--- src/cordic_num_pkg.sv ---
`default_nettype none

package cordic_num_pkg;

    localparam int DATA_W     = 32;
    localparam int ANGLE_W    = 32;
    localparam int ITER       = 16;  // micro-rotations
    localparam int GAIN_STEPS = 7;   // shift-and-add steps after the core

    typedef logic signed [DATA_W-1:0]  data_t;   // two's complement, 1.0 = 2**30
    typedef logic signed [ANGLE_W-1:0] angle_t;  // binary angle, 2**30 = 90 deg

    // inputs above 0.5 could overflow after the CORDIC growth
    localparam data_t IN_LIMIT = 32'sh2000_0000;

    // atan(2**-i) scaled so that a full turn is 2**32, rounded
    localparam angle_t ATAN_TABLE [0:ITER-1] = '{
        32'sd536870912,  // 45 deg
        32'sd316933406,
        32'sd167458907,
        32'sd85004756,
        32'sd42667331,
        32'sd21354465,
        32'sd10679838,
        32'sd5340245,
        32'sd2670163,
        32'sd1335087,
        32'sd667544,
        32'sd333772,
        32'sd166886,
        32'sd83443,
        32'sd41722,
        32'sd20861
    };

    // 0.5 * (1+2^-3)(1+2^-4)(1+2^-6)(1+2^-9)(1-2^-10)(1-2^-11)(1-2^-14) ~ 0.60725
    localparam int GAIN_SHIFTS [0:GAIN_STEPS-1] = '{3, 4, 6, 9, 10, 11, 14};

    // bit k set: step k subtracts
    localparam logic [GAIN_STEPS-1:0] GAIN_SUBTRACT = 7'b111_0000;

endpackage

`default_nettype wire

--- src/cordic_ctl_pkg.sv ---
`default_nettype none

package cordic_ctl_pkg;

    // top two bits of the binary angle
    typedef enum logic [1:0] {
        Q0 = 2'd0,  // 0 to 90 deg
        Q1 = 2'd1,  // 90 to 180 deg
        Q2 = 2'd2,  // 180 to 270 deg
        Q3 = 2'd3   // 270 to 360 deg
    } quadrant_t;

    // travels beside the arithmetic until the output stage
    typedef struct packed {
        logic                  flip;   // negate core result
        logic                  exact;  // angle on an axis
        cordic_num_pkg::data_t byp_x;
        cordic_num_pkg::data_t byp_y;
    } fold_tag_t;

    localparam int CORE_LATENCY  = cordic_num_pkg::ITER + cordic_num_pkg::GAIN_STEPS;
    localparam int TOTAL_LATENCY = CORE_LATENCY + 2;  // plus fold and output regs

endpackage

`default_nettype wire

--- src/angle_fold.sv ---
`timescale 1ns/1ps
`default_nettype none

module angle_fold (
    input  logic                      i_clk,
    input  logic                      i_reset,
    input  logic                      i_valid,
    input  cordic_num_pkg::data_t     i_x,
    input  cordic_num_pkg::data_t     i_y,
    input  cordic_num_pkg::angle_t    i_angle,
    output logic                      o_valid,
    output cordic_num_pkg::data_t     o_x,
    output cordic_num_pkg::data_t     o_y,
    output cordic_num_pkg::angle_t    o_angle,
    output cordic_ctl_pkg::fold_tag_t o_tag
);

    cordic_ctl_pkg::quadrant_t quad;
    cordic_num_pkg::angle_t    folded;
    cordic_ctl_pkg::fold_tag_t tag_c;

    assign quad = cordic_ctl_pkg::quadrant_t'(i_angle[cordic_num_pkg::ANGLE_W-1 -: 2]);

    always_comb begin
        folded = i_angle;
        tag_c.flip  = 1'b0;
        tag_c.exact = (i_angle[cordic_num_pkg::ANGLE_W-3:0] == '0);  // multiple of 90 deg
        unique case (quad)
            cordic_ctl_pkg::Q0: begin
                tag_c.byp_x = i_x;
                tag_c.byp_y = i_y;
            end
            cordic_ctl_pkg::Q1: begin
                folded[cordic_num_pkg::ANGLE_W-1] = ~i_angle[cordic_num_pkg::ANGLE_W-1];
                tag_c.flip  = 1'b1;  // minus 180 deg
                tag_c.byp_x = -i_y;
                tag_c.byp_y = i_x;
            end
            cordic_ctl_pkg::Q2: begin
                folded[cordic_num_pkg::ANGLE_W-1] = ~i_angle[cordic_num_pkg::ANGLE_W-1];
                tag_c.flip  = 1'b1;
                tag_c.byp_x = -i_x;
                tag_c.byp_y = -i_y;
            end
            cordic_ctl_pkg::Q3: begin
                tag_c.byp_x = i_y;
                tag_c.byp_y = -i_x;
            end
        endcase
    end

    always_ff @(posedge i_clk or negedge i_reset) begin
        if (!i_reset) begin
            o_valid <= 1'b0;
            o_x     <= '0;
            o_y     <= '0;
            o_angle <= '0;
            o_tag   <= '0;
        end else begin
            o_valid <= i_valid;
            o_x     <= i_x;
            o_y     <= i_y;
            o_angle <= folded;  // now within +-90 deg
            o_tag   <= tag_c;
        end
    end

    // larger inputs overflow in the core before the gain steps scale them back
    a_in_range: assert property (@(posedge i_clk) disable iff (!i_reset)
        i_valid |-> (i_x <= cordic_num_pkg::IN_LIMIT) && (i_x >= -cordic_num_pkg::IN_LIMIT)
                 && (i_y <= cordic_num_pkg::IN_LIMIT) && (i_y >= -cordic_num_pkg::IN_LIMIT))
        else $error("angle_fold: input magnitude above IN_LIMIT");

endmodule

`default_nettype wire

--- config.mk ---
export PLATFORM = sky130hd
export DESIGN_NAME = angle_fold
export DESIGN_NICKNAME = d
export VERILOG_FILES = /design/src/cordic_num_pkg.sv /design/src/cordic_ctl_pkg.sv /design/src/angle_fold.sv
export SDC_FILE = /design/constraint.sdc
export NUM_CORES = 1
export LEC_CHECK = 0
export ABC_CLOCK_PERIOD_IN_PS = 800
export BUFFER_PORTS_ARGS = -buffer_cell sky130_fd_sc_hd__buf_2
export CORE_ASPECT_RATIO = 0.7
export CORE_UTILIZATION = 30
export DETAILED_ROUTE_END_ITERATION = 6
export PLACE_DENSITY_LB_ADDON = 0.15
export SLEW_MARGIN = 10
export SYNTH_ARGS = -nofsm -noshare
export SYNTH_HDL_FRONTEND = slang
export SYNTH_SLANG_ARGS = --single-unit
--- constraint.sdc ---
create_clock -name i_clk -period 0.8 [get_ports i_clk]
set_input_delay 0.12 -clock i_clk [delete_from_list [all_inputs] [get_ports i_clk]]
set_output_delay 0.12 -clock i_clk [all_outputs]
set_load 0.02 [all_outputs]
* Word-level counts from Yosys, hierarchy flattened *
Cells that the tools add are included.

cells by class
  add/subtract/negate cells = 2
  multiply operators = 0
  divide/modulo/power cells = 0
  $lt $le $gt $ge = 0
  equal/unequal tests = 3
  shift-type cells = 0
  muxes and demuxes = 3
  bitwise operators = 1
  reduce and logical (&&, ||, !) cells = 3

operators with widths
  cell                  number
  $pmux W64 S4          1
  $neg A32 Y32          2
  $logic_not A30 Y1     1
  $eq A2 B2 Y1 const B  2
  $eq A2 B1 Y1 const B  1
  $logic_not A2 Y1      1
  $mux W1               2
  $reduce_or A2 Y1      1
  $not A1 Y1            1

word-level totals
  register bits = 163
  latch bits = 0
  bits in writable memories = 0
  bits in read-only memories = 0
  bits of input ports = 99
  output and inout bits = 163
  word-level logic and storage cells = 20
  memories kept = 0

* Logic depth before layout (Yosys ltp) *
  word-level depth = 3
  gate-level depth with buffers = 9
  depth with buffers taken out = 8

* Worst setup path after synthesis *
OpenSTA, ideal clock, no wires.

  kind = input port to flip-flop
  start = input port i_y[6]
  end = register o_tag[61] (netlist name)
  setup time = 0.126 ns
  arrival = 2.314 ns
  data required time = 0.674 ns
  setup slack = -1.640 ns
  stages on the path = 7
  path buffers = 1
  cell sequence = or4_1 clkbuf_2 or4_1 or4_1 nand3b_1 o31ai_1 a221o_1

RTL lines
  item                    RTL line          text
  start: declaration      angle_fold.sv:9   input cordic_num_pkg::data_t i_y,
  end signal: assignment  angle_fold.sv:64  o_tag <= tag_c;
  end: declaration        angle_fold.sv:15  output cordic_ctl_pkg::fold_tag_t o_tag

==> results.yml <==
finish:
  layout.cells.non_filler: 1715
  final_cell_mix: "buf_4, buf_6, dfrtp_1, dlygate4sd3_1, buf_2"
  fin_nets: 1482
  final_common_cell: "buf_4"
  drive_gt1_frac: 0.522
  synthToLayoutAreaGrowth_pct: 100
run_status:
  status: "finished with violations"
  violations: "hold timing, setup timing"
yosys:
  synth_seq_cells: 163
  synth.distinct_cells: 67
  synth_fp_nets: 877
  synth_edf_count: 0
  netlist.area_leader.share: 0.527
  synthCells: 772
  yosys.area.top_type: "dfrtp_1"
  synth_async_sr_flop_share: 1.00
  synth.avg_cell_area_um2: 10.0
  synthFlopType: "dfrtp_1"
  yosysSeqAreaShare: 0.527
  synth-warning-count: 0
  ys_top_cells_by_area: "dfrtp_1, xnor2_1, nand2_1"
  syn_area_um2: 7740
clock_tree:
  htreeDepth: 4
  clock-sinks: 163
  tritoncts: "done"
  cts_made_buffers: 17
  root_buffer: "clkbuf_16"
  clk_pin_slew_ns: 0.06
  cts_max_path_buffers: 2
drt:
  drc_errors: 0
  routedWlPerCell_um: 19.8
  dr.pass1.iters: 5
  viasPerCell: 5.12
  postRouteAntennaNets: 0
  drt_iter0_drc: 722
  num_vias: 8789
  routed_wirelength_mm: 33.9
pwr:
  power_density_nw_per_um2: 1570
  ir_worst_vdd_uv: 1530
  leakagePower_nw: 7.08
worst_hold_path:
  hold_class: "input pin to register"
floorplanning:
  dieWidth_um: 194
  pin_count: 262
  core_um2: 25000
  start_util: 0.310
  die_area_um2: 26400
  num_rows: 48
  die_height_um: 136
placement:
  pre_cts_ws_ns: -1.64
  dpl.cell_count: 1537
  port_buffers: 261
  gp_congestion: 0.882
  place_hpwl_mm: 23.7
global_routing:
  grt_max_degree: 39
  track_usage: 0.257
  overflow: 0
  antenna_found_initial: 3
  grt_pass1_wl_mm: 51.0
  grt_pass1_vias: 8738
timing:
  drv_slew: 0
  worst_slack_ns: -1.11
  finalHoldViolCount: 1
  tns_ns: -91.52
  worstMarginPinSlew_ns: 0.722
  relSlewSlack: 0.517
  rsz0062_at_grt: "yes"
  max_freq_mhz: 523
  min_period_ns: 1.91
  setup_viol: 225
  timing.final.crit_share: 2.39
  fin_hold_ws_ns: -0.000285
setup_path:
  endpoint_kind: "register"
  crit_type: "input pin to register"
  critPathArrivalTime_ns: 2.21
  worstPathRequired_ns: 1.10
  path_max_fanout: 5
  worst_setup_path_start_kind: "input pin"
flow_run:
  drv_cap: 0
[synth_stat cells, types with 8 or more instances]
library cell,n
xor2_1,10
clkbuf_1,54
dfrtp_1,163
o21ai_0,44
or3_1,13
mux2i_1,15
nor4_1,24
a21o_1,10
o221ai_1,17
nor3_1,43
a211oi_1,8
nand2_1,62
a21oi_1,46
inv_1,23
nor2_1,56
and3_1,11
a222oi_1,10
a221oi_1,13
a22oi_1,12
xnor2_1,31
[per-stage QoR]
stage | utilization | total power, W | cell area, um^2
2_1_floorplan | - | 0.0114 | 8200
3_3_place_gp | 0.457 | 0.0138 | 11400
3_5_place_dp | 0.457 | 0.0138 | 11400
4_1_cts | 0.588 | 0.0241 | 14700
5_1_grt | 0.621 | 0.0253 | 15500
6_report | 0.621 | 0.0243 | 15500
[where the power goes]
part           leakage (nW)  switching (W)  internal (W)
clock                 0.287        0.00337       0.00529
sequential             1.94       0.000325       0.00884
combinational          4.85        0.00320       0.00326
[flip-flops by register name (all words and copies together), names as in the netlist]
name / flops
o_valid: 1
o_angle: 32
o_x: 32
o_tag: 66
o_y: 32
[critical path, cell delays in order]
cell and delay, ns:
buf_6 0.09, or3_4 0.42, buf_6 0.15, or4_4 0.60
buf_6 0.16, nor4_4 0.14, buf_4 0.17, mux2i_1 0.20
o221ai_1 0.15
[layout make-up]
class / count / area [um^2]
diodes: 2 / 5.00
clock buffers: 22 / 454
clock inverters: 8 / 153
fillers: 2039 / 9480
inverters: 24 / 153
multi-input cells: 522 / 4260
flip-flops and latches: 163 / 4080
well taps: 325 / 407
repair buffers: 649 / 6000
[cell families after synthesis]
group                      synth area share
AOI/OAI and AO/OA                     0.181
xor gates and xnor gates             0.0464
adders and majority gates           0.00970
buffers and inverters                0.0435
DFF                                   0.527
muxes                                0.0209
and+or+nand+nor                       0.171
[metal layers]
layer	share of wire	global-route usage	routed length, um
met5	0.00038	0	13
met4	0.015	0.0798	498
met3	0.070	0.0665	2390
met2	0.44	0.374	15000
met1	0.47	0.371	16100
[worst paths after layout]
path	start	end	slack, ns	cells past startpoint
worst max-delay path	i_y[9]	o_tag[22]	-1.11	9
worst min-delay path	i_angle[0]	o_tag[64]	-0.0003	4
max in group asynchronous	i_reset	o_tag[54]	0.22	3
min in group asynchronous	i_reset	o_angle[14]	0.10	2
[repair_timing]
action                     4_1_cts  5_1_grt
pin swaps                       52       90
resized for setup              427      146
hold buffers                    87       17
setup endpoints to repair      225      226
setup buffers                   32       35
hold endpoints to repair       251       17
cloned                           3        0
(Power assumes the default switching activity.)
