==> src/cordic_num_pkg.sv <==
`default_nettype none

package cordic_num_pkg;

    localparam int DATA_W     = 32;
    localparam int ANGLE_W    = 32;
    localparam int ITER       = 16;  // micro-rotations
    localparam int GAIN_STEPS = 7;   // shift-and-add steps after the core

    typedef logic signed [DATA_W-1:0]  data_t;   // two's complement, 1.0 = 2**30
    typedef logic signed [ANGLE_W-1:0] angle_t;  // binary angle, 2**30 = 90 deg

    // inputs above 0.5 could overflow after the CORDIC growth
    localparam data_t IN_LIMIT = 32'sh2000_0000;

    // atan(2**-i) scaled so that a full turn is 2**32, rounded
    localparam angle_t ATAN_TABLE [0:ITER-1] = '{
        32'sd536870912,  // 45 deg
        32'sd316933406,
        32'sd167458907,
        32'sd85004756,
        32'sd42667331,
        32'sd21354465,
        32'sd10679838,
        32'sd5340245,
        32'sd2670163,
        32'sd1335087,
        32'sd667544,
        32'sd333772,
        32'sd166886,
        32'sd83443,
        32'sd41722,
        32'sd20861
    };

    // 0.5 * (1+2^-3)(1+2^-4)(1+2^-6)(1+2^-9)(1-2^-10)(1-2^-11)(1-2^-14) ~ 0.60725
    localparam int GAIN_SHIFTS [0:GAIN_STEPS-1] = '{3, 4, 6, 9, 10, 11, 14};

    // bit k set: step k subtracts
    localparam logic [GAIN_STEPS-1:0] GAIN_SUBTRACT = 7'b111_0000;

endpackage

`default_nettype wire

==> src/cordic_rotator.sv <==
`timescale 1ns/1ps
`default_nettype none

module cordic_rotator (
    input  logic                   i_clk,
    input  logic                   i_reset,
    input  cordic_num_pkg::data_t  i_x,
    input  cordic_num_pkg::data_t  i_y,
    input  cordic_num_pkg::angle_t i_angle,
    output cordic_num_pkg::data_t  o_x,
    output cordic_num_pkg::data_t  o_y
);

    cordic_num_pkg::data_t  x_q   [0:cordic_num_pkg::ITER-1];
    cordic_num_pkg::data_t  y_q   [0:cordic_num_pkg::ITER-1];
    cordic_num_pkg::data_t  x_nxt [0:cordic_num_pkg::ITER-1];
    cordic_num_pkg::data_t  y_nxt [0:cordic_num_pkg::ITER-1];
    cordic_num_pkg::angle_t z_q   [0:cordic_num_pkg::ITER-2];  // last stage needs no residual out
    cordic_num_pkg::angle_t z_nxt [0:cordic_num_pkg::ITER-2];

    for (genvar i = 0; i < cordic_num_pkg::ITER; i++) begin : g_stage
        cordic_num_pkg::data_t  x_in;
        cordic_num_pkg::data_t  y_in;
        cordic_num_pkg::angle_t z_in;
        logic                   neg;  // residual below zero

        if (i == 0) begin : g_first
            assign x_in = i_x;
            assign y_in = i_y;
            assign z_in = i_angle;
        end else begin : g_chain
            assign x_in = x_q[i-1];
            assign y_in = y_q[i-1];
            assign z_in = z_q[i-1];
        end

        assign neg      = z_in[cordic_num_pkg::ANGLE_W-1];
        assign x_nxt[i] = neg ? x_in + (y_in >>> i) : x_in - (y_in >>> i);
        assign y_nxt[i] = neg ? y_in - (x_in >>> i) : y_in + (x_in >>> i);

        if (i < cordic_num_pkg::ITER - 1) begin : g_resid
            assign z_nxt[i] = neg ? z_in + cordic_num_pkg::ATAN_TABLE[i]
                                  : z_in - cordic_num_pkg::ATAN_TABLE[i];
        end
    end

    always_ff @(posedge i_clk or negedge i_reset) begin
        if (!i_reset) begin
            x_q <= '{default: '0};
            y_q <= '{default: '0};
            z_q <= '{default: '0};
        end else begin
            x_q <= x_nxt;  // one register per micro-rotation
            y_q <= y_nxt;
            z_q <= z_nxt;
        end
    end

    assign o_x = x_q[cordic_num_pkg::ITER-1];
    assign o_y = y_q[cordic_num_pkg::ITER-1];

endmodule

`default_nettype wire

==> config.mk <==
export PLATFORM = sky130hd
export DESIGN_NAME = cordic_rotator
export DESIGN_NICKNAME = d
export VERILOG_FILES = /design/src/cordic_num_pkg.sv /design/src/cordic_rotator.sv
export SDC_FILE = /design/constraint.sdc
export NUM_CORES = 2
export LEC_CHECK = 0
export ABC_CLOCK_PERIOD_IN_PS = 5550
export BUFFER_PORTS_ARGS = -buffer_cell sky130_fd_sc_hd__buf_2
export CORE_MARGIN = 8
export CORE_UTILIZATION = 60
export CTS_CLUSTER_DIAMETER = 100
export DETAILED_ROUTE_END_ITERATION = 10
export PLACE_DENSITY_LB_ADDON = 0.15
export SLEW_MARGIN = 25
export SYNTH_ARGS = -nofsm -noshare
export SYNTH_HDL_FRONTEND = slang
export SYNTH_SLANG_ARGS = --single-unit
==> constraint.sdc <==
create_clock -name i_clk -period 5.55 [get_ports i_clk]
set_input_delay 0.555 -clock i_clk [delete_from_list [all_inputs] [get_ports i_clk]]
set_output_delay 0.555 -clock i_clk [all_outputs]
set_load 0.005 [all_outputs]
**Yosys cells after proc, flatten, opt, wreduce, memory -nomap -nowiden**

Index checks and enable logic that the tools add are counted.

- Add/subtract/negate cells: 93
- Multiplexer cells: 47

Operator list:

| operator | count |
|---|---|
| $mux 32 | 47 |
| $add 32x17->32 | 2 |
| $add 32x18->32 | 2 |
| $add 32x19->32 | 2 |
| $add 32x20->32 | 2 |
| $add 32x21->32 | 2 |
| $add 32x22->32 | 2 |
| $add 32x23->32 | 2 |
| $add 32x24->32 | 2 |
| $add 32x25->32 | 2 |
| $add 32x26->32 | 2 |
| $add 32x27->32 | 2 |
| $add 32x28->32 | 2 |
| $add 32x29->32 | 2 |
| $add 32x30->32 | 2 |
| $add 32x31->32 | 2 |
| $sub 32x17->32 | 2 |
| $sub 32x18->32 | 2 |
| $sub 32x19->32 | 2 |
| $sub 32x20->32 | 2 |
| $sub 32x21->32 | 2 |
| $sub 32x22->32 | 2 |
| $sub 32x23->32 | 2 |
| $sub 32x24->32 | 2 |
| other kinds (39) | 47 |

- Flip-flop bits (word level): 1504
- Input bits: 98
- Logic and storage cells: 187
- Output and inout port bits: 64

**Longest topological paths before layout**

- Depth in word-level cells: 2
- Mapped depth: 23

**Worst setup path before layout**

OpenSTA, ideal clock, no wires.

- Kind: reg2reg
- Start: register z_q (netlist bit g_stage[3].z_in[31])
- End: register x_q (netlist bit g_stage[4].x_in[27])
- Setup time: 0.131 ns
- Arrival: 4.262 ns
- Path slack: 1.157 ns
- Buffers on the path: 1
- Data required time: 5.419 ns
- Cell stages (with the launch flop): 16
- Cells stage by stage: dfrtp_1 clkbuf_1 clkinv_1 nand2_1 xnor2_1 ha_1 a21o_1 a21o_1 nor3_1 a21oi_1 a2111oi_0 o21ai_0 a21boi_1 o31a_1 o21ai_0 xor2_1

RTL lines:

| element | line | source |
|---|---|---|
| start, declared | cordic_rotator.sv:18 | `cordic_num_pkg::angle_t z_q [0:cordic_num_pkg::ITER-2];` |
| start signal, assigned | cordic_rotator.sv:55 | `z_q <= z_nxt;` |
| end signal, assigned | cordic_rotator.sv:53 | `x_q <= x_nxt;` |
| end, declared | cordic_rotator.sv:14 | `cordic_num_pkg::data_t x_q [0:cordic_num_pkg::ITER-1];` |

==> key figures <==
Outcome
  • Status: finished clean

Synth
  • Synthesized instance count: 13650
  • Post-Syn Nets: 15360
  • Syn. warnings: 0
  • Syn avg cell area: about 8.9 um2
  • Synth area leader: dfrtp_1
  • Top_reg_cell synth: dfrtp_1
  • Flops & latches, synth: ~1500
  • Synth cell types: 84
  • Sequential fraction of the synthesis area: 0.3026
  • Mapped Area: about 120000 um2
  • Post-synth EDFFs: 0
  • Synth top area cells: dfrtp_1 30%, ha_1 16%, xnor2_1 9.2%, a21oi_1 6.6%, xor2_1 4.7%
  • Asr flop ratio synth: 1.000
  • Top cell type's share of synthesized area: 0.3026

GRT
  • Met1 Use GR: 0.4143
  • Gr busiest metal: met2
  • Vias in the first global route: ~100k
  • First-pass GRT wire length: roughly 550 mm
  • GRT overflow: 0
  • Met2 usage: 0.5094
  • Largest net degree at the start of global routing: roughly 130
  • Initial antenna violation count: 14
  • Met3 Usage GRT: 0.04534
  • Gr usage total: 0.3084

Die
  • Starting Density: 0.6024
  • DIE AREA: 217400 um2
  • Die Y: 466.3 um
  • Die width: between 400 and 500 um
  • I/O pins: between 150 and 200
  • Core Region: between 200000 and 250000 um2
  • # rows: roughly 170

Routing
  • DRT Pass-1 Iters: 6
  • Via-per-instance ratio: 6.200
  • ANT nets after route: 0
  • Initial drt markers: 8377
  • Vias: between 100k and 150k
  • WL/cell: 20.71 um
  • Total wire length: 345.6 mm
  • DRC violations left: 0

Clock tree
  • Clk buf depth: 3
  • Clock sink total: roughly 1500
  • H-Tree Depth: 4
  • Worst-path clk slew: 0.06 ns
  • Number of setup buffers added after CTS: 0
  • CTS Root Buffer Type: clkbuf_16
  • Cts bufs inserted: about 170
  • Worst-Skew Late Latency: around 0.84 ns
  • TritonCTS clock tree: yes

STA
  • Endpoints failing setup: 0
  • Clock skew: roughly 0.035 ns
  • RSZ-0062 raised after global routing: false
  • Fin crit share: 0.9062
  • Final Hold Fails: 0
  • Final Critical Period: 5.029 ns
  • Slew HR: 0.3026
  • Max Slew Vio Count: 0
  • Final setup margin: approximately 0.52 ns
  • Worst-Margin Slew: between 1 and 1.5 ns
  • Setup_tns: 0 ns
  • Max Fclk: a little under 200 MHz
  • Hold WS: around 0.069 ns

Critical path
  • CP Data Required Time: about 6.3 ns
  • Startpoint types: flop
  • CP Capture Type: flop
  • Crit Path Max Fanout: 4
  • Crit path DAT: between 5 and 6 ns
  • Crit Path Class: reg -> reg

Placement
  • IO Port Bufs: between 150 and 200
  • Final GP Congestion: 0.9769
  • Placed Cells: approximately 16000
  • Placement Setup Slack: 0.3960 ns
  • Dpl hpwl: approximately 280 mm

Cells and area
  • # nets final: ~16000
  • Most common cell after layout, fill and taps aside: a21oi_1
  • Synth-to-layout area growth: 8.695%
  • Layout cells sized above 1: 0.05162
  • Layout Cells excl Fill: around 17000
  • Area of the multi-input gates: about 82000 um2
  • Register area: 36830 um2
  • Commonest cells after routing, fill and taps aside: 1603 x a21oi_1, 1567 x ha_1, 1456 x dfrtp_1, 1272 x xnor2_1, 1131 x nor2_1
  • FILL cells: between 15000 and 20000

Worst hold path
  • Tightest Hold Check Type: in -> reg

Flow run
  • Max-cap violations: 0
-- sequential cells by signal, summed over array words and instances, names as in the netlist --
name and flops:
g_stage.x_in 479, g_stage.y_in 480, g_stage.z_in 448, o_x 32
o_y 32
-- final cells by class --
type | instances | area share
diodes | 13 | 0.0002460
clock inverters | 95 | 0.009738
multi-input cells | 11330 | 0.6174
clock buffers | 219 | 0.03587
inverters | 594 | 0.01686
flip-flops and latches | 1471 | 0.2786
well taps | 2672 | 0.02529
repair buffers | 301 | 0.01601
-- layer usage --
metal  wire length [um]  share of wire
met1             151100           0.44
met2             159900           0.46
met3              22020          0.064
met4              12540          0.036
met5                 51        0.00015
-- cells by family (layout without fill, tap and decap cells) --
family | count (synthesis) | in the layout | share of synthesized area
fa+ha+maj | 1614 | 1614 | 0.1689
flops | 1471 | 1471 | 0.3026
compound gates | 4222 | 4222 | 0.2163
mux | 118 | 118 | 0.01022
simple gates | 3451 | 3451 | 0.1372
xor+xnor | 1921 | 1921 | 0.1383
buf+inv | 852 | 1209 | 0.02637
other cells | 0 | 13 | 0
-- worst paths after layout --
check	slack [ns]	cells after the start	to	start
min in group asynchronous	0.33	2	o_x[27]	i_reset
worst max-delay path	0.52	19	g_stage[5].x_in[30]	g_stage[4].y_in[10]
max in group asynchronous	3.69	3	g_stage[7].x_in[0]	i_reset
worst min-delay path	0.07	4	g_stage[1].y_in[0]	i_x[0]
worst max register to register	0.52	19	g_stage[5].x_in[30]	g_stage[4].y_in[10]
worst min register to register	0.34	0	g_stage[11].z_in[2]	g_stage[10].z_in[2]
-- repair_timing --
item / CTS / global route
resized for setup: 0 / 2
hold buffers: 33 / 0
setup endpoints to repair: 0 / 1
endpoints found under the hold margin: 116 / 0
-- through the flow --
| step | cell area, um2 | utilization |
|---|---|---|
| 2_1_floorplan | 121600 | - |
| 3_3_place_gp | 125800 | 0.6231 |
| 3_5_place_dp | 125800 | 0.6231 |
| 4_1_cts | 132200 | 0.6546 |
| 5_1_grt | 132200 | 0.6547 |
| 6_report | 132200 | 0.6548 |
-- worst max-delay path, stage by stage, from the launching register on --
cell and delay, ns:
dfrtp_1 0.43, nor3_1 0.32, nand2_1 0.11, or3_1 0.36
nand2b_1 0.17, or2_2 0.32, nor3_1 0.39, nor2_1 0.10
xnor2_1 0.25, ha_1 0.31, a21o_1 0.17, a21oi_1 0.14
o21ai_0 0.12, a32oi_1 0.35, o21ai_1 0.16, a221oi_1 0.47
o21ai_0 0.25, a21o_1 0.23, a21oi_1 0.17, xnor2_1 0.13
-- synthesized netlist by cell type, drive strengths merged, types with 217 or more instances --
cell and instances:
inv 590, xor2 649, a21o 713, a21oi 1604, nand3 217, nand2 660, ha 1567, nor2 1131
o21ai 701, nor3 346, dfrtp 1471, xnor2 1272
Power is not shown: default switching activity piles up to over one toggle a cycle in this logic, so the estimate is an artifact.
