## config.mk

```make
export PLATFORM = sky130hd
export DESIGN_NAME = tag_delay
export DESIGN_NICKNAME = d
export VERILOG_FILES = /design/src/cordic_num_pkg.sv /design/src/cordic_ctl_pkg.sv /design/src/tag_delay.sv
export SDC_FILE = /design/constraint.sdc
export NUM_CORES = 1
export LEC_CHECK = 0
export BUFFER_PORTS_ARGS = -buffer_cell sky130_fd_sc_hd__buf_2
export CORE_MARGIN = 5
export CORE_UTILIZATION = 57
export CTS_BUF_LIST = sky130_fd_sc_hd__clkbuf_8 sky130_fd_sc_hd__clkbuf_16
export CTS_CLUSTER_DIAMETER = 120
export DETAILED_ROUTE_END_ITERATION = 8
export PLACE_DENSITY = 0.84
export SYNTH_ARGS = -nofsm -noshare
export SYNTH_HDL_FRONTEND = slang
export SYNTH_SLANG_ARGS = --single-unit
```

## constraint.sdc

```tcl
create_clock -name i_clk -period 0.8 [get_ports i_clk]
set_input_delay 0 -clock i_clk [delete_from_list [all_inputs] [get_ports i_clk]]
set_output_delay 0 -clock i_clk [all_outputs]
set_load 0.05 [all_outputs]
```

## src/cordic_num_pkg.sv

```systemverilog
`default_nettype none

package cordic_num_pkg;

    localparam int DATA_W     = 32;
    localparam int ANGLE_W    = 32;
    localparam int ITER       = 16;  // micro-rotations
    localparam int GAIN_STEPS = 7;   // shift-and-add steps after the core

    typedef logic signed [DATA_W-1:0]  data_t;   // two's complement, 1.0 = 2**30
    typedef logic signed [ANGLE_W-1:0] angle_t;  // binary angle, 2**30 = 90 deg

    // inputs above 0.5 could overflow after the CORDIC growth
    localparam data_t IN_LIMIT = 32'sh2000_0000;

    // atan(2**-i) scaled so that a full turn is 2**32, rounded
    localparam angle_t ATAN_TABLE [0:ITER-1] = '{
        32'sd536870912,  // 45 deg
        32'sd316933406,
        32'sd167458907,
        32'sd85004756,
        32'sd42667331,
        32'sd21354465,
        32'sd10679838,
        32'sd5340245,
        32'sd2670163,
        32'sd1335087,
        32'sd667544,
        32'sd333772,
        32'sd166886,
        32'sd83443,
        32'sd41722,
        32'sd20861
    };

    // 0.5 * (1+2^-3)(1+2^-4)(1+2^-6)(1+2^-9)(1-2^-10)(1-2^-11)(1-2^-14) ~ 0.60725
    localparam int GAIN_SHIFTS [0:GAIN_STEPS-1] = '{3, 4, 6, 9, 10, 11, 14};

    // bit k set: step k subtracts
    localparam logic [GAIN_STEPS-1:0] GAIN_SUBTRACT = 7'b111_0000;

endpackage

`default_nettype wire

```

## src/cordic_ctl_pkg.sv

```systemverilog
`default_nettype none

package cordic_ctl_pkg;

    // top two bits of the binary angle
    typedef enum logic [1:0] {
        Q0 = 2'd0,  // 0 to 90 deg
        Q1 = 2'd1,  // 90 to 180 deg
        Q2 = 2'd2,  // 180 to 270 deg
        Q3 = 2'd3   // 270 to 360 deg
    } quadrant_t;

    // travels beside the arithmetic until the output stage
    typedef struct packed {
        logic                  flip;   // negate core result
        logic                  exact;  // angle on an axis
        cordic_num_pkg::data_t byp_x;
        cordic_num_pkg::data_t byp_y;
    } fold_tag_t;

    localparam int CORE_LATENCY  = cordic_num_pkg::ITER + cordic_num_pkg::GAIN_STEPS;
    localparam int TOTAL_LATENCY = CORE_LATENCY + 2;  // plus fold and output regs

endpackage

`default_nettype wire

```

## src/tag_delay.sv

```systemverilog
`timescale 1ns/1ps
`default_nettype none

module tag_delay (
    input  logic                      i_clk,
    input  logic                      i_reset,
    input  logic                      i_valid,
    input  cordic_ctl_pkg::fold_tag_t i_tag,
    output logic                      o_valid,
    output cordic_ctl_pkg::fold_tag_t o_tag
);

    logic                      valid_q [0:cordic_ctl_pkg::CORE_LATENCY-1];
    cordic_ctl_pkg::fold_tag_t tag_q   [0:cordic_ctl_pkg::CORE_LATENCY-1];

    always_ff @(posedge i_clk or negedge i_reset) begin
        if (!i_reset) begin
            valid_q <= '{default: 1'b0};  // no stale results after reset
            tag_q   <= '{default: '0};
        end else begin
            valid_q[0] <= i_valid;
            tag_q[0]   <= i_tag;
            for (int s = 1; s < cordic_ctl_pkg::CORE_LATENCY; s++) begin
                valid_q[s] <= valid_q[s-1];
                tag_q[s]   <= tag_q[s-1];
            end
        end
    end

    // lines up with the gain_comp output
    assign o_valid = valid_q[cordic_ctl_pkg::CORE_LATENCY-1];
    assign o_tag   = tag_q[cordic_ctl_pkg::CORE_LATENCY-1];

endmodule

`default_nettype wire
```

Word level (Yosys, flattened, before mapping)
Cells that the tools add are included.

Register bits after elaboration: 1541. Bits in latches: 0. Memory bits (writable): 0. Bits in read-only memories: 0. Input port bits: 69. Output and inout bits: 67. Logic and storage cells: 115. Memories kept: 0.

Add/sub/neg operators: 0. $mul: 0. Divide/modulo/power cells: 0. Order comparisons: 0. Eq/ne operators: 0. Shift operators: 0. Muxes and demuxes: 0. Bitwise operators: 0. Reduce and logical (&&, ||, !) cells: 0.

Logic depth before layout (Yosys ltp)
Gate-level depths: netlist of the first run.

Word-level depth: 0. Depth in mapped cells: 1.

Worst setup path before layout of the first run
OpenSTA, ideal clock, no wires.

Kind: register to output. Start point: register valid_q, in the netlist o_valid. End point: output o_valid. Arrival: 586 ps. Required time: 800 ps. Setup slack: 214 ps. Stages on the path, launching flop included: 1. Cell sequence: dfrtp_1.

RTL lines: start, declared (RTL line tag_delay.sv:13) `logic valid_q [0:cordic_ctl_pkg::CORE_LATENCY-1];`; start signal, assigned by index (RTL line tag_delay.sv:24) `valid_q[s] <= valid_q[s-1];`; end, declared (RTL line tag_delay.sv:9) `output logic o_valid,`.

No word-level cell between the ends.

Worst setup path after layout of the first run
Start point: register tag_q, in the netlist o_tag[12]. End point: output o_tag[12] (netlist name).

RTL lines: start, declared (RTL line tag_delay.sv:14) `cordic_ctl_pkg::fold_tag_t tag_q [0:cordic_ctl_pkg::CORE_LATENCY-1];`; start signal, assigned by index (RTL line tag_delay.sv:25) `tag_q[s] <= tag_q[s-1];`; end, declared (RTL line tag_delay.sv:10) `output cordic_ctl_pkg::fold_tag_t o_tag`.

No word-level cell between the ends.

==> results of run 1 <==
cell usage in the layout, fill, tap and decap left out:
| master | netlist | layout |
|---|---|---|
| dfrtp_1 | 1541 | 1541 |
| dlygate4sd3_1 | 0 | 154 |
| clkbuf_16 | 0 | 142 |
| buf_4 | 66 | 87 |
| buf_2 | 0 | 67 |
| buf_6 | 0 | 67 |
| inv_1 | 0 | 38 |
| buf_12 | 0 | 38 |
| clkbuf_8 | 0 | 33 |
| clkinv_2 | 0 | 18 |
| inv_6 | 0 | 8 |
| bufinv_16 | 0 | 4 |
| inv_8 | 0 | 2 |
| clkbuf_2 | 0 | 2 |
| clkinv_8 | 0 | 1 |
| dlymetal6s4s_1 | 0 | 1 |
tightest hold or removal path, stage by stage:
cell,delay [ps]
buf_12,70
buf_12,90
buf_12,100
buf_12,90
buf_12,100
buf_12,130
buf_12,190
layer usage:
metal  GRT usage  part of all wire  vias to the layer above
li1            -                 -                     5898
met4     0.06088             0.021                        2
met2      0.3869              0.54                      308
met3     0.04649             0.039                      121
met1      0.3032              0.40                     8043
met5           0           0.00017                        -
state kept, by name, indices dropped and copies added, names as in the netlist:
| name | flops |
|---|---|
| tag_q | 1452 |
| o_valid | 1 |
| o_tag | 66 |
| valid_q | 22 |
kinds of logic (layout without fill, tap and decap cells):
logic type | Yosys count | after routing | share of synthesized area
buffers and inverters | 66 | 662 | 0.01269
DFF | 1541 | 1541 | 0.9873
repair_timing:
action,CTS,global route
hold endpoints to repair,1608,242
hold buffers,163,1
gates resized for setup,134,7
endpoints found under the setup margin,67,544
where the power goes:
part	switching (mW)	internal [mW]	leakage (nW)
clock	29.5	36.7	2.37
sequential	1.85	81.8	18.0
combinational	2.62	1.59	2.11
total	33.9	120	22.4
cell type report:
type                  count  area, um^2  area share
clock inverter           71       461.7    0.009578
sequential             1541       38560      0.8000
timing repair buffer    416        4068     0.08439
clock buffer            175        4008     0.08314
tap                     882        1104     0.02289
worst max-delay path by stage:
stage	to	cells past startpoint	slack (ps)	startpoint
after detailed placement	o_tag[44]	3	30	i_reset
after CTS	o_tag[12]	1	-570	o_tag[12]
after floorplan	o_valid	0	210	o_valid
after global routing	o_tag[12]	1	-600	o_tag[12]
final	o_tag[12]	1	-530	o_tag[12]
after global placement	o_tag[0]	4	90	i_reset
==> flow_metrics.env, run 1 <==
export IMPL_totalNegativeSetupSlack_ps=-35350
export IMPL_synth_avg_cell_area_um2=24.30
export IMPL_drt_initial_drc_count=918
export IMPL_synthTopCellsByArea="dfrtp_1 (99%), buf_4 (1.3%)"
export IMPL_chipWidth_um=271.8
export IMPL_slew_viol_final=0
export IMPL_status="finished, violations left"
export IMPL_area_growth_pct=23.41
export IMPL_synth_common_cells="dfrtp_1 (1,541), buf_4 (66)"
export IMPL_worstPathRequired_ps=800
export IMPL_num_rows=96
export IMPL_startpoint_type="flop"
export IMPL_core_area_um2=68230
export IMPL_cp_cell_sequence="buf_6"
export IMPL_violations="negative hold slack, negative setup slack"
export IMPL_finalNonFillerCells=3085
export IMPL_period_minus_slack_ps=1326
export IMPL_grt_util_all_layers=0.2257
export IMPL_vias_per_cell=4.659
export IMPL_rsz0062_at_grt="true"
export IMPL_ant_nets=0
export IMPL_critPathCaptureType="output pin"
export IMPL_synth_cells=1607
export IMPL_clock_root_buffer="clkbuf_16"
export IMPL_hold_violations=114
export IMPL_synth_fp_nets=1676
export IMPL_first_global_vias=18140
export IMPL_drc=0
export IMPL_postCtsSetupRepairBufs=0
export IMPL_yosysTopAreaCell="dfrtp_1"
export IMPL_dpl_cell_count=2676
export IMPL_drive_gt1_frac=0.2129
export IMPL_worstReg2RegEnd="tag_q[481]"
export IMPL_wl_per_cell_um=25.04
export IMPL_antenna_found_initial=6
export IMPL_clockBufferDepth=3
export IMPL_diodes=0
export IMPL_hold_path_class="input port to asynchronous set/reset pin"
export IMPL_tightest_slew_ps=518.4
export IMPL_max_freq_mhz=754.3
export IMPL_reg2reg_slack_ps=180
export IMPL_async_flop_share=1.000
export IMPL_dpl_instance_area_um2=41630
export IMPL_cts_tree="done"
export IMPL_relSlewSlack=0.6544
export IMPL_layout_setup_ws_ps=-525.7
export IMPL_synth_edf_count=0
export IMPL_clk_pin_slew_worst_paths_ps=70
export IMPL_clock_skew_ps=22.06
export IMPL_nets=2165
export IMPL_fin_util=0.7065
export IMPL_synth_flop_cell="dfrtp_1"
export IMPL_start_util=0.5725
export IMPL_synth_warnings=0
export IMPL_synth_most_common_cell="dfrtp_1"
export IMPL_routed_wl_mm=77.24
export IMPL_worstRegToRegCells=0
export IMPL_multi_input_cells=0
export IMPL_grt_overflow=0
export IMPL_port_buffers=135
export IMPL_fin_crit_sh=1.657
export IMPL_critPathTopFamily="flip-flops"
export IMPL_stdcell_area_um2=48200
export IMPL_cap_violations=0
export IMPL_hpwlAfterDp_mm=31.89
export IMPL_grt_pass1_wl_mm=121.2
export IMPL_clock_sinks=1541
export IMPL_ys_seq_elements=1541
export IMPL_r2r_start="tag_q[547]"
export IMPL_cts_buffers=137
export IMPL_worst_path_max_delay_cell="dfrtp_1"
export IMPL_setup_violations=159
export IMPL_multi_input_comb_area_um2=0
export IMPL_vias=14370
export IMPL_total_power_mw=154.1
export IMPL_seq_area_frac_synth=0.9873
export IMPL_fillers=3553
export IMPL_syn_area_um2=39060
export IMPL_gp_congestion=0.6954
export IMPL_slowest_delay_ps=420
export IMPL_arrival_ps=1330
export IMPL_crit_fanout=1
export IMPL_pin_count=136
export IMPL_grt_max_degree=93
export IMPL_whs_ps=-285.6
export IMPL_place_ws_ps=33.86
export IMPL_cts_max_level=4
export IMPL_die_h_um=271.8
export IMPL_crit_type="flop to output pin"
export IMPL_powerDensity_nw_per_um2=3197
export IMPL_synth_top_area_frac=0.9873
export IMPL_clk_latency_ps=720
export IMPL_die_area_um2=73860
export IMPL_synth_cell_types=2
export IMPL_ir_drop_uv=2010
export IMPL_path_buf_inv=1
export IMPL_first_pass_iters=4
export IMPL_power_leakage_nw=22.44
No activity file was read; power rests on OpenSTA's default activity.
==> run 2, diff against run 1 <==
Settings changed: CORE_UTILIZATION 57 to 53, PLACE_DENSITY 0.84 to 0.83.
Clock period 0.8 ns to 1.2 ns, I/O delays scaled along.
==> flow_metrics.env, run 2 (synthesis gave the netlist of run 1 again) <==
export IMPL_ir_drop_uv=1188
export IMPL_core_area_um2=73080
export IMPL_slew_viol_final=0
export IMPL_path_buf_inv=1
export IMPL_violations="negative hold slack, negative setup slack"
export IMPL_die_h_um=281.5
export IMPL_met2_length_mm=39.12
export IMPL_grt_max_degree=99
export IMPL_nets=2086
export IMPL_clk_latency_ps=720
export IMPL_arrival_ps=1280
export IMPL_critPathCaptureType="output pin"
export IMPL_first_pass_iters=4
export IMPL_critPathTopFamily="flip-flops"
export IMPL_worst_path_max_delay_cell="dfrtp_1"
export IMPL_layout_setup_ws_ps=-77.98
export IMPL_slowest_delay_ps=400
export IMPL_chipWidth_um=281.5
export IMPL_cap_violations=0
export IMPL_finalNonFillerCells=3085
export IMPL_period_minus_slack_ps=1278
export IMPL_cts_buffers=138
export IMPL_port_buffers=135
export IMPL_die_area_um2=79220
export IMPL_postCtsSetupRepairBufs=0
export IMPL_final_common_cell="dfrtp_1"
export IMPL_clock_skew_ps=35.39
export IMPL_crit_type="flop to output pin"
export IMPL_totalNegativeSetupSlack_ps=-2309
export IMPL_pin_count=136
export IMPL_hold_violations=28
export IMPL_worstReg2RegEnd="tag_q[959]"
export IMPL_routed_wl_mm=69.70
export IMPL_wl_per_cell_um=22.59
export IMPL_grt_overflow=0
export IMPL_clock_sinks=1541
export IMPL_clk_pin_slew_worst_paths_ps=70
export IMPL_powerDensity_nw_per_um2=2163
export IMPL_fillers=4268
export IMPL_cts_tree="done"
export IMPL_first_global_vias=17490
export IMPL_power_leakage_nw=22.07
export IMPL_max_freq_mhz=782.5
export IMPL_cp_cell_sequence="buf_6"
export IMPL_drt_met1_wl_mm=26.90
export IMPL_ant_nets=0
export IMPL_dpl_instance_area_um2=41340
export IMPL_drt_initial_drc_count=677
export IMPL_worstPathRequired_ps=1200
export IMPL_dpl_cell_count=2701
export IMPL_vias_per_cell=4.512
export IMPL_start_util=0.5344
export IMPL_dr_wl_met3_mm=2.362
export IMPL_multi_input_cells=0
export IMPL_final_cell_mix="dfrtp_1 (1,541), clkbuf_16 (145), dlygate4sd3_1 (135)"
export IMPL_whs_ps=-187.8
export IMPL_rsz0062_at_grt="true"
export IMPL_relSlewSlack=0.6775
export IMPL_fin_crit_sh=1.065
export IMPL_vias=13920
export IMPL_stdcell_area_um2=47790
export IMPL_multi_input_comb_area_um2=0
export IMPL_gp_congestion=0.7109
export IMPL_clock_root_buffer="clkbuf_16"
export IMPL_largest_register_ffs=1452
export IMPL_fin_util=0.6540
export IMPL_status="finished, violations left"
export IMPL_reg2reg_slack_ps=570
export IMPL_regMostFlops="tag_q"
export IMPL_grt_pass1_wl_mm=111.0
export IMPL_clockBufferDepth=3
export IMPL_setup_violations=67
export IMPL_drc=0
export IMPL_grt_util_all_layers=0.1911
export IMPL_cts_max_level=4
export IMPL_num_rows=99
export IMPL_startpoint_type="flop"
export IMPL_crit_fanout=1
export IMPL_drive_gt1_frac=0.2019
export IMPL_highest_layer="met4"
export IMPL_area_growth_pct=22.37
export IMPL_hpwlAfterDp_mm=29.31
export IMPL_hold_buffers=135
export IMPL_r2r_start="tag_q[1025]"
export IMPL_worstRegToRegCells=0
export IMPL_hold_path_class="input port to asynchronous set/reset pin"
export IMPL_antenna_found_initial=5
export IMPL_tightest_slew_ps=483.8
run 2: where the power goes:
| group | total, mW | switching (mW) | internal [mW] |
|---|---|---|---|
| clock network | 45.2 | 19.2 | 25.9 |
| registers | 55.7 | 1.16 | 54.6 |
| logic | 2.50 | 1.64 | 0.868 |
run 2: per-stage QoR:
step	total power, mW	setup WS [ps]
floorplan	56.53	614.1
global placement	57.97	399.7
detailed placement	58.45	330.0
CTS	104.6	-135.5
global route	107.5	-136.7
finish	103.4	-77.98
run 2: worst max path at each step:
stage | startpoint | endpoint | slack [ps] | depth (start not counted)
2_1_floorplan | o_valid | o_valid | 610 | 0
3_3_place_gp | i_reset | tag_q[940] | 400 | 3
3_5_place_dp | i_reset | tag_q[951] | 330 | 3
4_1_cts | o_tag[17] | o_tag[17] | -140 | 1
5_1_grt | o_tag[45] | o_tag[45] | -140 | 1
6_report | o_tag[45] | o_tag[45] | -80 | 1
run 2: per-layer routing:
metal,track usage,vias to the layer above
met3,0.03445,99
li1,-,5750
met5,0,-
met4,0.05410,0
met2,0.3423,264
met1,0.2448,7807
run 2: final cells by class:
type	instances	area, um^2	share of cell area
sequential	1541	38560	0.8068
clock buffer	177	4069	0.08513
timing repair buffer	336	3344	0.06998
antenna	1	2.502	0.00005236
tap	959	1200	0.02511
clock inverter	71	616.8	0.01291
run 2: what timing repair did:
action,4_1_cts,5_1_grt
endpoints found under the setup margin,67,67
hold endpoints to repair,1608,28
gates cloned,0,0
gates resized for setup,134,0
